==> src/verilog/isaPkg.sv <==
package isaPkg;

        typedef logic [31:0] wordT;     // Data and address word
        typedef logic [4:0] regAddrT;   // Register index

        // Primary opcodes of the supported subset
        typedef enum logic [5:0] {
                opRtype = 6'h00,
                opJ     = 6'h02,
                opBeq   = 6'h04,
                opAddiu = 6'h09,
                opLw    = 6'h23,
                opSw    = 6'h2b
        } opcodeT;

        typedef enum logic [5:0] {
                fnAddu = 6'h21,
                fnSubu = 6'h23,
                fnAnd  = 6'h24,
                fnOr   = 6'h25,
                fnSlt  = 6'h2a
        } functT;

        // Instruction field positions
        localparam int opcodeLsb  = 26;
        localparam int rsLsb      = 21;
        localparam int rtLsb      = 16;
        localparam int rdLsb      = 11;
        localparam int functLsb   = 0;
        localparam int immWidth   = 16;     // I-type immediate
        localparam int indexWidth = 26;     // J-type target index

endpackage

==> src/verilog/ctrlPkg.sv <==
package ctrlPkg;

        typedef enum logic [3:0] {
                stFetch,
                stFetchWait,
                stDecode,
                stExecR,
                stExecI,
                stWriteBack,
                stAddrCalc,
                stLoadWait,
                stLoadWrite,
                stStoreWait,
                stBranch,
                stJump
        } stateT;

        typedef enum logic [2:0] {
                aluAdd,
                aluSub,
                aluAnd,
                aluOr,
                aluSlt
        } aluOpT;

        typedef enum logic [1:0] {srcReg, srcImm, srcFour} aluSrcT;     // Second ALU operand

        typedef enum logic [1:0] {pcIncr, pcBranch, pcJump} pcSrcT;

endpackage

==> src/verilog/ctrlBus.sv <==
`timescale 1ns/1ps

interface ctrlBus;
        import isaPkg::*;
        import ctrlPkg::*;

        logic irLoad;           // Capture fetched word
        logic pcLoad;
        logic regWrite;
        logic memToReg;         // Write back load data instead of ALU result
        logic regDst;           // Write to rd instead of rt
        logic addrFromAlu;      // Data access address from result register
        aluOpT aluOp;
        aluSrcT aluSrc;
        pcSrcT pcSrc;

        opcodeT opcode;
        functT funct;
        logic zero;

        modport ctl (
                output irLoad, pcLoad, regWrite, memToReg, regDst, addrFromAlu,
                output aluOp, aluSrc, pcSrc,
                input opcode, funct, zero
        );

        modport dp (
                input irLoad, pcLoad, regWrite, memToReg, regDst, addrFromAlu,
                input aluOp, aluSrc, pcSrc,
                output opcode, funct, zero
        );

endinterface

==> src/verilog/alu.sv <==
`timescale 1ns/1ps

module alu (
        input  ctrlPkg::aluOpT op,
        input  isaPkg::wordT a,
        input  isaPkg::wordT b,
        output isaPkg::wordT result,
        output logic zero
);
        import ctrlPkg::*;

        logic lessThan;

        assign lessThan = $signed(a) < $signed(b);      // Signed compare for SLT

        always_comb begin
                case (op)
                        aluAdd:  result = a + b;
                        aluSub:  result = a - b;
                        aluAnd:  result = a & b;
                        aluOr:   result = a | b;
                        aluSlt:  result = {31'd0, lessThan};
                        default: result = a + b;
                endcase
        end

        assign zero = (result == '0);

endmodule

==> src/verilog/regFile.sv <==
`timescale 1ns/1ps

module regFile (
        input  logic Load,
        input  logic rstN,
        input  isaPkg::regAddrT readAddrA,
        input  isaPkg::regAddrT readAddrB,
        input  isaPkg::regAddrT writeAddr,
        input  logic writeEnable,
        input  isaPkg::wordT writeData,
        output isaPkg::wordT readDataA,
        output isaPkg::wordT readDataB
);
        import isaPkg::*;

        wordT regs [32];

        // Register zero is cleared on reset and never written
        always_ff @(posedge Load or negedge rstN) begin
                if (!rstN) begin
                        for (int i = 0; i < 32; i++) begin
                                regs[i] <= '0;
                        end
                end else if (writeEnable && (writeAddr != '0)) begin
                        regs[writeAddr] <= writeData;
                end
        end

        assign readDataA = regs[readAddrA];     // Combinational reads
        assign readDataB = regs[readAddrB];

endmodule

==> src/verilog/control.sv <==
`timescale 1ns/1ps

module control (
        input  logic Load,
        input  logic rstN,
        input  logic memDone,
        output logic memEnable,
        output logic memWrite,
        ctrlBus.ctl bus
);
        import isaPkg::*;
        import ctrlPkg::*;

        stateT state;
        stateT stateNext;
        logic waitState;        // A memory request is open
        aluOpT functOp;         // ALU operation for R-type

        assign waitState = (state == stFetchWait) || (state == stLoadWait) ||
                           (state == stStoreWait);

        always_comb begin
                case (bus.funct)
                        fnAddu:  functOp = aluAdd;
                        fnSubu:  functOp = aluSub;
                        fnAnd:   functOp = aluAnd;
                        fnOr:    functOp = aluOr;
                        fnSlt:   functOp = aluSlt;
                        default: functOp = aluAdd;      // Unknown funct acts as ADDU
                endcase
        end

        // The request flops follow the state by one cycle, so a data access
        // raises memEnable only after the result register holds the address
        always_ff @(posedge Load or negedge rstN) begin
                if (!rstN) begin
                        state <= stFetch;
                        memEnable <= 1'b0;
                        memWrite <= 1'b0;
                end else begin
                        state <= stateNext;
                        memEnable <= (state == stFetch) || (waitState && !memDone);
                        memWrite <= (state == stStoreWait) && !memDone;
                end
        end

        always_comb begin
                stateNext = state;
                bus.irLoad = 1'b0;
                bus.pcLoad = 1'b0;
                bus.regWrite = 1'b0;
                bus.memToReg = 1'b0;
                bus.regDst = 1'b0;
                bus.addrFromAlu = 1'b0;
                bus.aluOp = aluAdd;
                bus.aluSrc = srcReg;
                bus.pcSrc = pcIncr;
                case (state)
                        stFetch: stateNext = stFetchWait;
                        stFetchWait: begin
                                if (memDone) begin
                                        bus.irLoad = 1'b1;
                                        stateNext = stDecode;
                                end
                        end
                        stDecode: begin
                                bus.aluSrc = srcFour;   // ALU forms PC + 4
                                bus.pcLoad = 1'b1;
                                case (bus.opcode)
                                        opRtype:    stateNext = stExecR;
                                        opAddiu:    stateNext = stExecI;
                                        opLw, opSw: stateNext = stAddrCalc;
                                        opBeq:      stateNext = stBranch;
                                        opJ:        stateNext = stJump;
                                        default:    stateNext = stFetch;    // Treated as NOP
                                endcase
                        end
                        stExecR: begin
                                bus.aluOp = functOp;
                                stateNext = stWriteBack;
                        end
                        stExecI: begin
                                bus.aluSrc = srcImm;
                                stateNext = stWriteBack;
                        end
                        stWriteBack: begin
                                bus.regWrite = 1'b1;
                                bus.regDst = (bus.opcode == opRtype);
                                stateNext = stFetch;
                        end
                        stAddrCalc: begin
                                bus.aluSrc = srcImm;
                                stateNext = (bus.opcode == opLw) ? stLoadWait : stStoreWait;
                        end
                        stLoadWait: begin
                                bus.addrFromAlu = 1'b1;
                                if (memDone) stateNext = stLoadWrite;
                        end
                        stLoadWrite: begin
                                bus.regWrite = 1'b1;
                                bus.memToReg = 1'b1;
                                stateNext = stFetch;
                        end
                        stStoreWait: begin
                                bus.addrFromAlu = 1'b1;
                                if (memDone) stateNext = stFetch;
                        end
                        stBranch: begin
                                bus.aluOp = aluSub;     // Zero flag compares rs and rt
                                bus.pcSrc = pcBranch;
                                bus.pcLoad = bus.zero;
                                stateNext = stFetch;
                        end
                        stJump: begin
                                bus.pcSrc = pcJump;
                                bus.pcLoad = 1'b1;
                                stateNext = stFetch;
                        end
                        default: stateNext = stFetch;
                endcase
        end

endmodule

==> src/verilog/datapath.sv <==
`timescale 1ns/1ps

module datapath #(
        parameter isaPkg::wordT resetVector = 32'h0000_0000
) (
        input  logic Load,
        input  logic rstN,
        ctrlBus.dp bus,
        input  isaPkg::wordT memRdata,
        output isaPkg::wordT memAddr,
        output isaPkg::wordT memWdata
);
        import isaPkg::*;
        import ctrlPkg::*;

        wordT pc;
        wordT ir;
        wordT aluOut;           // Result register
        wordT loadData;         // Load data register
        wordT readDataA;
        wordT readDataB;
        wordT immExt;
        wordT opA;
        wordT opB;
        wordT aluY;
        wordT branchTarget;
        wordT jumpTarget;
        wordT nextPc;
        wordT writeData;
        regAddrT rsAddr;
        regAddrT rtAddr;
        regAddrT rdAddr;
        regAddrT writeAddr;

        assign bus.opcode = opcodeT'(ir[opcodeLsb +: $bits(opcodeT)]);
        assign bus.funct = functT'(ir[functLsb +: $bits(functT)]);
        assign rsAddr = ir[rsLsb +: $bits(regAddrT)];
        assign rtAddr = ir[rtLsb +: $bits(regAddrT)];
        assign rdAddr = ir[rdLsb +: $bits(regAddrT)];

        assign immExt = {{(32 - immWidth){ir[immWidth - 1]}}, ir[immWidth - 1:0]};
        assign branchTarget = pc + {immExt[29:0], 2'b00};   // PC already holds PC + 4
        assign jumpTarget = {pc[31:28], ir[indexWidth - 1:0], 2'b00};

        assign opA = (bus.aluSrc == srcFour) ? pc : readDataA;

        always_comb begin
                case (bus.aluSrc)
                        srcImm:  opB = immExt;
                        srcFour: opB = 32'd4;
                        default: opB = readDataB;
                endcase
        end

        always_comb begin
                case (bus.pcSrc)
                        pcBranch: nextPc = branchTarget;
                        pcJump:   nextPc = jumpTarget;
                        default:  nextPc = aluY;
                endcase
        end

        always_ff @(posedge Load or negedge rstN) begin
                if (!rstN) pc <= resetVector;
                else if (bus.pcLoad) pc <= nextPc;
        end

        always_ff @(posedge Load) begin
                if (bus.irLoad) ir <= memRdata;
                if (!bus.addrFromAlu) aluOut <= aluY;   // Held during a data access
                loadData <= memRdata;
        end

        assign writeAddr = bus.regDst ? rdAddr : rtAddr;
        assign writeData = bus.memToReg ? loadData : aluOut;
        assign memAddr = bus.addrFromAlu ? aluOut : pc;
        assign memWdata = readDataB;    // Store data is rt

        regFile uRegs (
                .Load(Load),
                .rstN(rstN),
                .readAddrA(rsAddr),
                .readAddrB(rtAddr),
                .writeAddr(writeAddr),
                .writeEnable(bus.regWrite),
                .writeData(writeData),
                .readDataA(readDataA),
                .readDataB(readDataB)
        );

        alu uAlu (
                .op(bus.aluOp),
                .a(opA),
                .b(opB),
                .result(aluY),
                .zero(bus.zero)
        );

endmodule

==> src/verilog/cpuTop.sv <==
`timescale 1ns/1ps

module cpuTop #(
        parameter isaPkg::wordT resetVector = 32'h0000_0000
) (
        input  logic Load,
        input  logic rstN,
        input  logic memDone,
        input  isaPkg::wordT memRdata,
        output logic memEnable,
        output logic memWrite,
        output isaPkg::wordT memAddr,
        output isaPkg::wordT memWdata
);

        ctrlBus bus ();     // Strobes to datapath, decode status back

        control uCtrl (
                .Load(Load),
                .rstN(rstN),
                .memDone(memDone),
                .memEnable(memEnable),
                .memWrite(memWrite),
                .bus(bus.ctl)
        );

        datapath #(
                .resetVector(resetVector)
        ) uDp (
                .Load(Load),
                .rstN(rstN),
                .bus(bus.dp),
                .memRdata(memRdata),
                .memAddr(memAddr),
                .memWdata(memWdata)
        );

endmodule

==> config.mk <==
export PLATFORM = sky130hd
export DESIGN_NAME = cpuTop
export DESIGN_NICKNAME = d
export VERILOG_FILES = /design/src/verilog/isaPkg.sv /design/src/verilog/ctrlPkg.sv /design/src/verilog/ctrlBus.sv /design/src/verilog/alu.sv /design/src/verilog/regFile.sv /design/src/verilog/control.sv /design/src/verilog/datapath.sv /design/src/verilog/cpuTop.sv
export SDC_FILE = /design/constraint.sdc
export NUM_CORES = 2
export LEC_CHECK = 0
export BUFFER_PORTS_ARGS = -buffer_cell sky130_fd_sc_hd__buf_4
export CAP_MARGIN = 0
export CORE_MARGIN = 2
export CORE_UTILIZATION = 55
export CTS_BUF_LIST = sky130_fd_sc_hd__clkbuf_16
export DETAILED_ROUTE_END_ITERATION = 7
export PLACE_DENSITY = 0.69
export REMOVE_ABC_BUFFERS = 1
export SLEW_MARGIN = 20
export SYNTH_ARGS = -nofsm -noshare
export SYNTH_HDL_FRONTEND = slang
export SYNTH_SLANG_ARGS = --single-unit
==> constraint.sdc <==
create_clock -name Load -period 9.4 [get_ports Load]
set_input_delay 0 -clock Load [delete_from_list [all_inputs] [get_ports Load]]
set_output_delay 0 -clock Load [all_outputs]
set_load 0.01 [all_outputs]
# Yosys cells after proc, flatten, opt, wreduce, memory -nomap -nowiden
# Index checks and enable logic that the tools add are counted.
# word_totals
regBits	1158
# classes
n_addsub	3
order_cmp	5
n_eq_ne	31
mux	33
n_bitwise	6
reduce_logical	20
# ops
cell	n
bitwise mux 1024 bit	1
binary-select mux 32 bit (select 5 bit)	2
two-way mux 32 bit	8
demux 32 bit (select 5 bit)	1
case mux 32 bit (2 select lines)	2
case mux 32 bit (4 select lines)	1
adder 32 bit	2
== test 6 bit (second input constant)	6
AND 32 bit	1
logical NOT 32 bit	1
< comparator 32 bit	1
bitwise OR 32 bit	1
subtractor 32 bit	1
case mux 4 bit (7 select lines)	1
case mux 4 bit (5 select lines)	1
>= comparator 6 bit (second input constant)	3
NOT 5 -> 6 bit	3
== test 4 x 3 -> 1 bit (second input constant)	4
== test 4 bit (second input constant)	4
two-way mux 4 bit	4
case mux 3 bit (4 select lines)	1
OR reduction 2 bit	6
== test 4 x 2 -> 1 bit (second input constant)	2
case mux 2 bit (2 select lines)	2
other kinds (24)	39

# Depth between registers and ports, before layout
# logic_depth
ltp_word	10
mapped_depth	27
mapped_depth_nobuf	22

# Hierarchy
# Synthesis repeated with hierarchy kept, for this count alone.
# hier_totals
cells_unflattened	6161
hier_area_um2	69120.0
# by_module_without_submodules
module	n_inst	cells_each	area_per_inst_um2	seq_area_each_um2
regFile	1	4601	55942.4	25624.6
datapath	1	681	7358.3	3363.2
alu	1	805	5243.8	0.0
control	1	74	575.6	150.1

# Worst setup path before layout
# OpenSTA, ideal clock, no wires.
# synth_timing
path_kind	reg-to-reg
from	register uDp.ir[21]
to	register uDp.pc[11]
setup_ns	0.127
arrival_time_ns	7.161
required_time_ns	9.273
path_slack_ns	2.111
stages_incl_launch_ff	25
path_buffers	5
period_less_slack_ns	7.289
cell_sequence	edfxtp_1 > clkbuf_1 > buf_1 > buf_1 > mux4_2 > mux4_2 > mux2i_1 > o21a_1 > ha_1 > inv_1 > fa_1 > a211o_1 > a311o_1 > a221oi_4 > o2111ai_1 > a311o_1 > a311o_1 > o22ai_1 > o221ai_1 > or4_1 > or4_1 > buf_2 > nand2_4 > buf_6 > mux2_1
# synth_via
elab_chain_len	9
word_cells_on_any_way	14
# synth_lines
item	line	rtl
from (decl)	datapath.sv:17	wordT ir;
from (signal assigned)	datapath.sv:69	if (bus.irLoad) ir <= memRdata;
NOT 5 -> 6 bit (not written as such) (*)	regFile.sv:29	assign readDataA = regs[readAddrA];
binary-select mux 32 bit (select 5 bit) (*)	regFile.sv:29	
two-way mux 32 bit (not written as such) (*) (2 in a row)	regFile.sv:29	
two-way mux 32 bit (*)	datapath.sv:45	assign opA = (bus.aluSrc == srcFour) ? pc : readDataA;
adder 32 bit (tied with other cells)	alu.sv:18, alu.sv:23	
case mux 32 bit (4 select lines) (*)	alu.sv:17	case (op)
logical NOT 32 bit	alu.sv:27	assign zero = (result == '0);
case mux 1 bit (2 select lines)	control.sv:58	case (state)
to (signal assigned)	datapath.sv:64	if (!rstN) pc <= resetVector;
to (signal assigned)	datapath.sv:65	else if (bus.pcLoad) pc <= nextPc;
to (decl)	datapath.sv:16	wordT pc;
# Mark *: on every way between the ends. The rest lies on a longest branch, timed or not. The select of a mux whose other input is x is not followed.
# A chain may end at the register's enable or synchronous reset.

# Final worst setup path
# layout_timing
from	register uDp.ir[21]
to	register uDp.pc[3]
# Same word-level chain as after synthesis.

==> impl_metrics.yaml <==
critical_path:
  cpMaxStageDelayCell: "a21boi_0"
  crit_fanout: 76
  required_ns: 10.01
  start_kind: "flip-flop"
  slowest_delay_ns: 0.92
  worst_ep_arrival_time_ns: 8.93
  crit_chain: "buf_12, buf_12, mux4_2, mux4_2, mux2i_1, o21a_1, inv_1, ha_1, a2111oi_0, a221oi_1, or2_1, a31oi_1, a31oi_1, xnor2_1, a21boi_0, nand4_1, or4_1, nand2_4, mux2_1"
  worstSetupPathType: "flip-flop to flip-flop"
  endpoint_kind: "flip-flop"
routing:
  wl_per_cell_um: 29.3
  drt-initial-drc-count: 5567
  drtAntennaViolNets: 0
  dr.pass1.iters: 6
  drc: 0
  viasPerCell: 6.78
  drt-total-wl_mm: 215
  routed-via-count: 49691
die:
  die_h_um: 347
  ios: 101
  die_w_um: 347
  initial_core_util_pct: 55.5
  coreArea_sq_mm: 0.117
  row_count: 125
  die-area_sq_mm: 0.120
power_and_ir_drop:
  p_clk_share_pct: 25.7
  p_leak_uw: 0.0309
  totalPowerFinal_uw: 18500
  pwr-share-comb_pct: 38.7
  power.density_mw_per_mm2: 259
  internal_power_uw: 11400
  switching_share_pct: 38.1
  netSwitchingPower_uw: 7050
  pwr-share-seq_pct: 35.5
  ir_drop_uv: 172
global_route:
  overflow: 0
  use_met3_pct: 8.54
  top_usage_layer: "met2"
  grt_pass1_vias: 49309
  grt_max_degree: 186
  grt_usage_pct: 36.0
  antenna_found_initial: 1
  grt_pass1_wl_mm: 322
  use_met2_pct: 54.9
  met1_usage_pct: 49.4
sta:
  min_period_over_period_pct: 88.5
  rsz0062_at_grt: "no"
  timing.slew.headroom_pct: 18.8
  clock_skew_ns: 0.0267
  fmax_ghz: 0.120
  setup_viol: 0
  tightest_slew_ns: 1.22
  slew_violations: 0
  hold_violations: 0
  fin_crit_ns: 8.32
synthesis:
  avgSynthCellArea_sq_um: 11.1
  synth_cells: 5850
  synth-seq-area-share_pct: 45.0
  ys_types: 87
  async_flop_share_pct: 91.7
  synth.most_common_cell: "dfrtp_1"
  synth_area_leaders: "dfrtp_1, mux4_2, a21oi_1, o21ai_0, nand2_1"
  ys_warn_count: 0
  synth_flop_cell: "dfrtp_1"
  ys_seq_elements: 1158
  syn-cell-area_sq_mm: 0.0647
  yosys.area.top_type: "dfrtp_1"
  synth_enable_flop_cells: 64
  synth_common_cells: "dfrtp_1, nand2_1, mux4_2"
  synth_top_area_share_pct: 41.1
outcome:
  status: "completed"
cts:
  htreeDepth: 3
  clk_latency_ns: 0.74
  cts-buffers-inserted: 120
  clock_sinks: 1158
  cts_tree: "yes"
  clockBufferDepth: 3
  clkTransAtPathRegs_ns: 0.06
  cts_root_buf: "clkbuf_16"
  cts_setup_buffers: 0
cells_and_area:
  nets: 5872
  synthToLayoutAreaGrowth_pct: 10.5
  post_route_cells_drive_above_1_share_pct: 21.0
  multi_input_area_sq_mm: 0.0333
  nFillCells: 9163
  final_util_pct: 61.4
  design_area_sq_mm: 0.0715
  ff_latch_area_sq_mm: 0.0291
job:
  maxCapViolCount: 0
place:
  gp_congestion: 0.975
  place_area_sq_mm: 0.0669
  place_hpwl_mm: 133
  io_buffer_count: 100
worst_hold_path:
  hold_path_class: "primary input to flip-flop"
## cell usage in the layout (no fill, tap or decap), types with 67 or more instances in the layout
| cell | count |
|---|---|
| ha_1 | 127 |
| mux2_2 | 67 |
| o21ai_0 | 586 |
| nand2_1 | 642 |
| clkbuf_16 | 122 |
| a21oi_1 | 609 |
| nor2_1 | 609 |
| dfrtp_1 | 1062 |
| buf_4 | 215 |
| inv_1 | 151 |
| mux4_2 | 640 |
## final cells by class
type | count | share of cell area, %
multi-input cells | 3986 | 46.6
flip-flops and latches | 1158 | 40.7
clock buffers | 122 | 4.27
repair buffers | 306 | 3.87
well taps | 1524 | 2.67
clock inverters | 104 | 1.16
inverters | 133 | 0.698
diodes | 1 | 0.00350
## final timing paths
| check | startpoint | end | slack [ns] | cells past startpoint |
|---|---|---|---|---|
| max in group asynchronous | rstN | uDp.uRegs.regs[811] | 7.19 | 5 |
| min in group asynchronous | rstN | uDp.uRegs.regs[692] | 0.49 | 4 |
| min | memRdata[3] | uDp.ir[3] | 0.03 | 2 |
| max | uDp.ir[21] | uDp.pc[3] | 1.08 | 19 |
| max reg2reg | uDp.ir[21] | uDp.pc[3] | 1.08 | 19 |
| min reg2reg | uDp.uRegs.regs[1004] | uDp.uRegs.regs[1004] | 0.40 | 0 |
## metrics by stage
| stage | TNS [ns] | worst slack (ns) | cells | hold WS (ns) |
|---|---|---|---|---|
| after detailed placement | 0 | 1.10 | 7039 | 0.0311 |
| after floorplan | -2416.66 | -6.58 | 5277 | -0.296 |
| after CTS | 0 | 1.10 | 7332 | 0.00328 |
| final | 0 | 1.08 | 7334 | 0.0287 |
| after global routing | 0 | 0.612 | 7333 | 0.0219 |
| after global placement | 0 | 1.18 | 7039 | 0.0322 |
## per-layer routing
layer  part of all wire (%)  up-vias
met4                    5.3        0
met5                      0        -
met3                    9.8      609
met2                     46     2577
li1                       -    21153
met1                     39    25352
## power groups by stage
stage | clock network (uW) | registers (uW) | logic (uW)
floorplan | 0 | 6710 | 4700
global placement | 0 | 6570 | 6940
detailed placement | 0 | 6620 | 7010
CTS | 4800 | 6540 | 7060
global route | 5010 | 6650 | 7680
finish | 4760 | 6570 | 7160
## sequential cells by signal (all words and copies together) (netlist names)
name / cells
uCtrl.memEnable: 1
uCtrl.memWrite: 1
uCtrl.state: 4
uDp.aluOut: 32
uDp.ir: 32
uDp.loadData: 32
uDp.pc: 32
uDp.uRegs.regs: 1024
## cell families (layout without fill, tap and decap cells)
kind of cell               after synthesis  in the layout  synth area share [%]
and+or+nand+nor                       1486           1486                  9.41
other                                    0              1                     0
adders and majority gates              133            133                  2.60
AOI/OAI and AO/OA                     1532           1532                  13.4
xor gates and xnor gates                35             35                 0.474
buffers and inverters                  706            665                  4.15
DFF                                   1158           1158                  45.0
muxes                                  800            800                  24.9
## repair_timing
| item | 4_1_cts | 5_1_grt |
|---|---|---|
| resized for setup | 0 | 0 |
| setup endpoints to repair | 0 | 0 |
| hold buffers | 67 | 0 |
| hold endpoints to repair | 264 | 0 |
## worst max-delay path, delay by kind of cell, from the launching register on
kind                       cells  cell delay, ns
AOI/OAI and AO/OA              6            2.66
muxes                          4            1.77
and+or+nand+nor                4            1.73
buffers and inverters          3            1.00
DFF                            1            0.39
adders and majority gates      1            0.22
xor gates and xnor gates       1            0.16
Note: power is estimated with default switching activity, not from simulation.
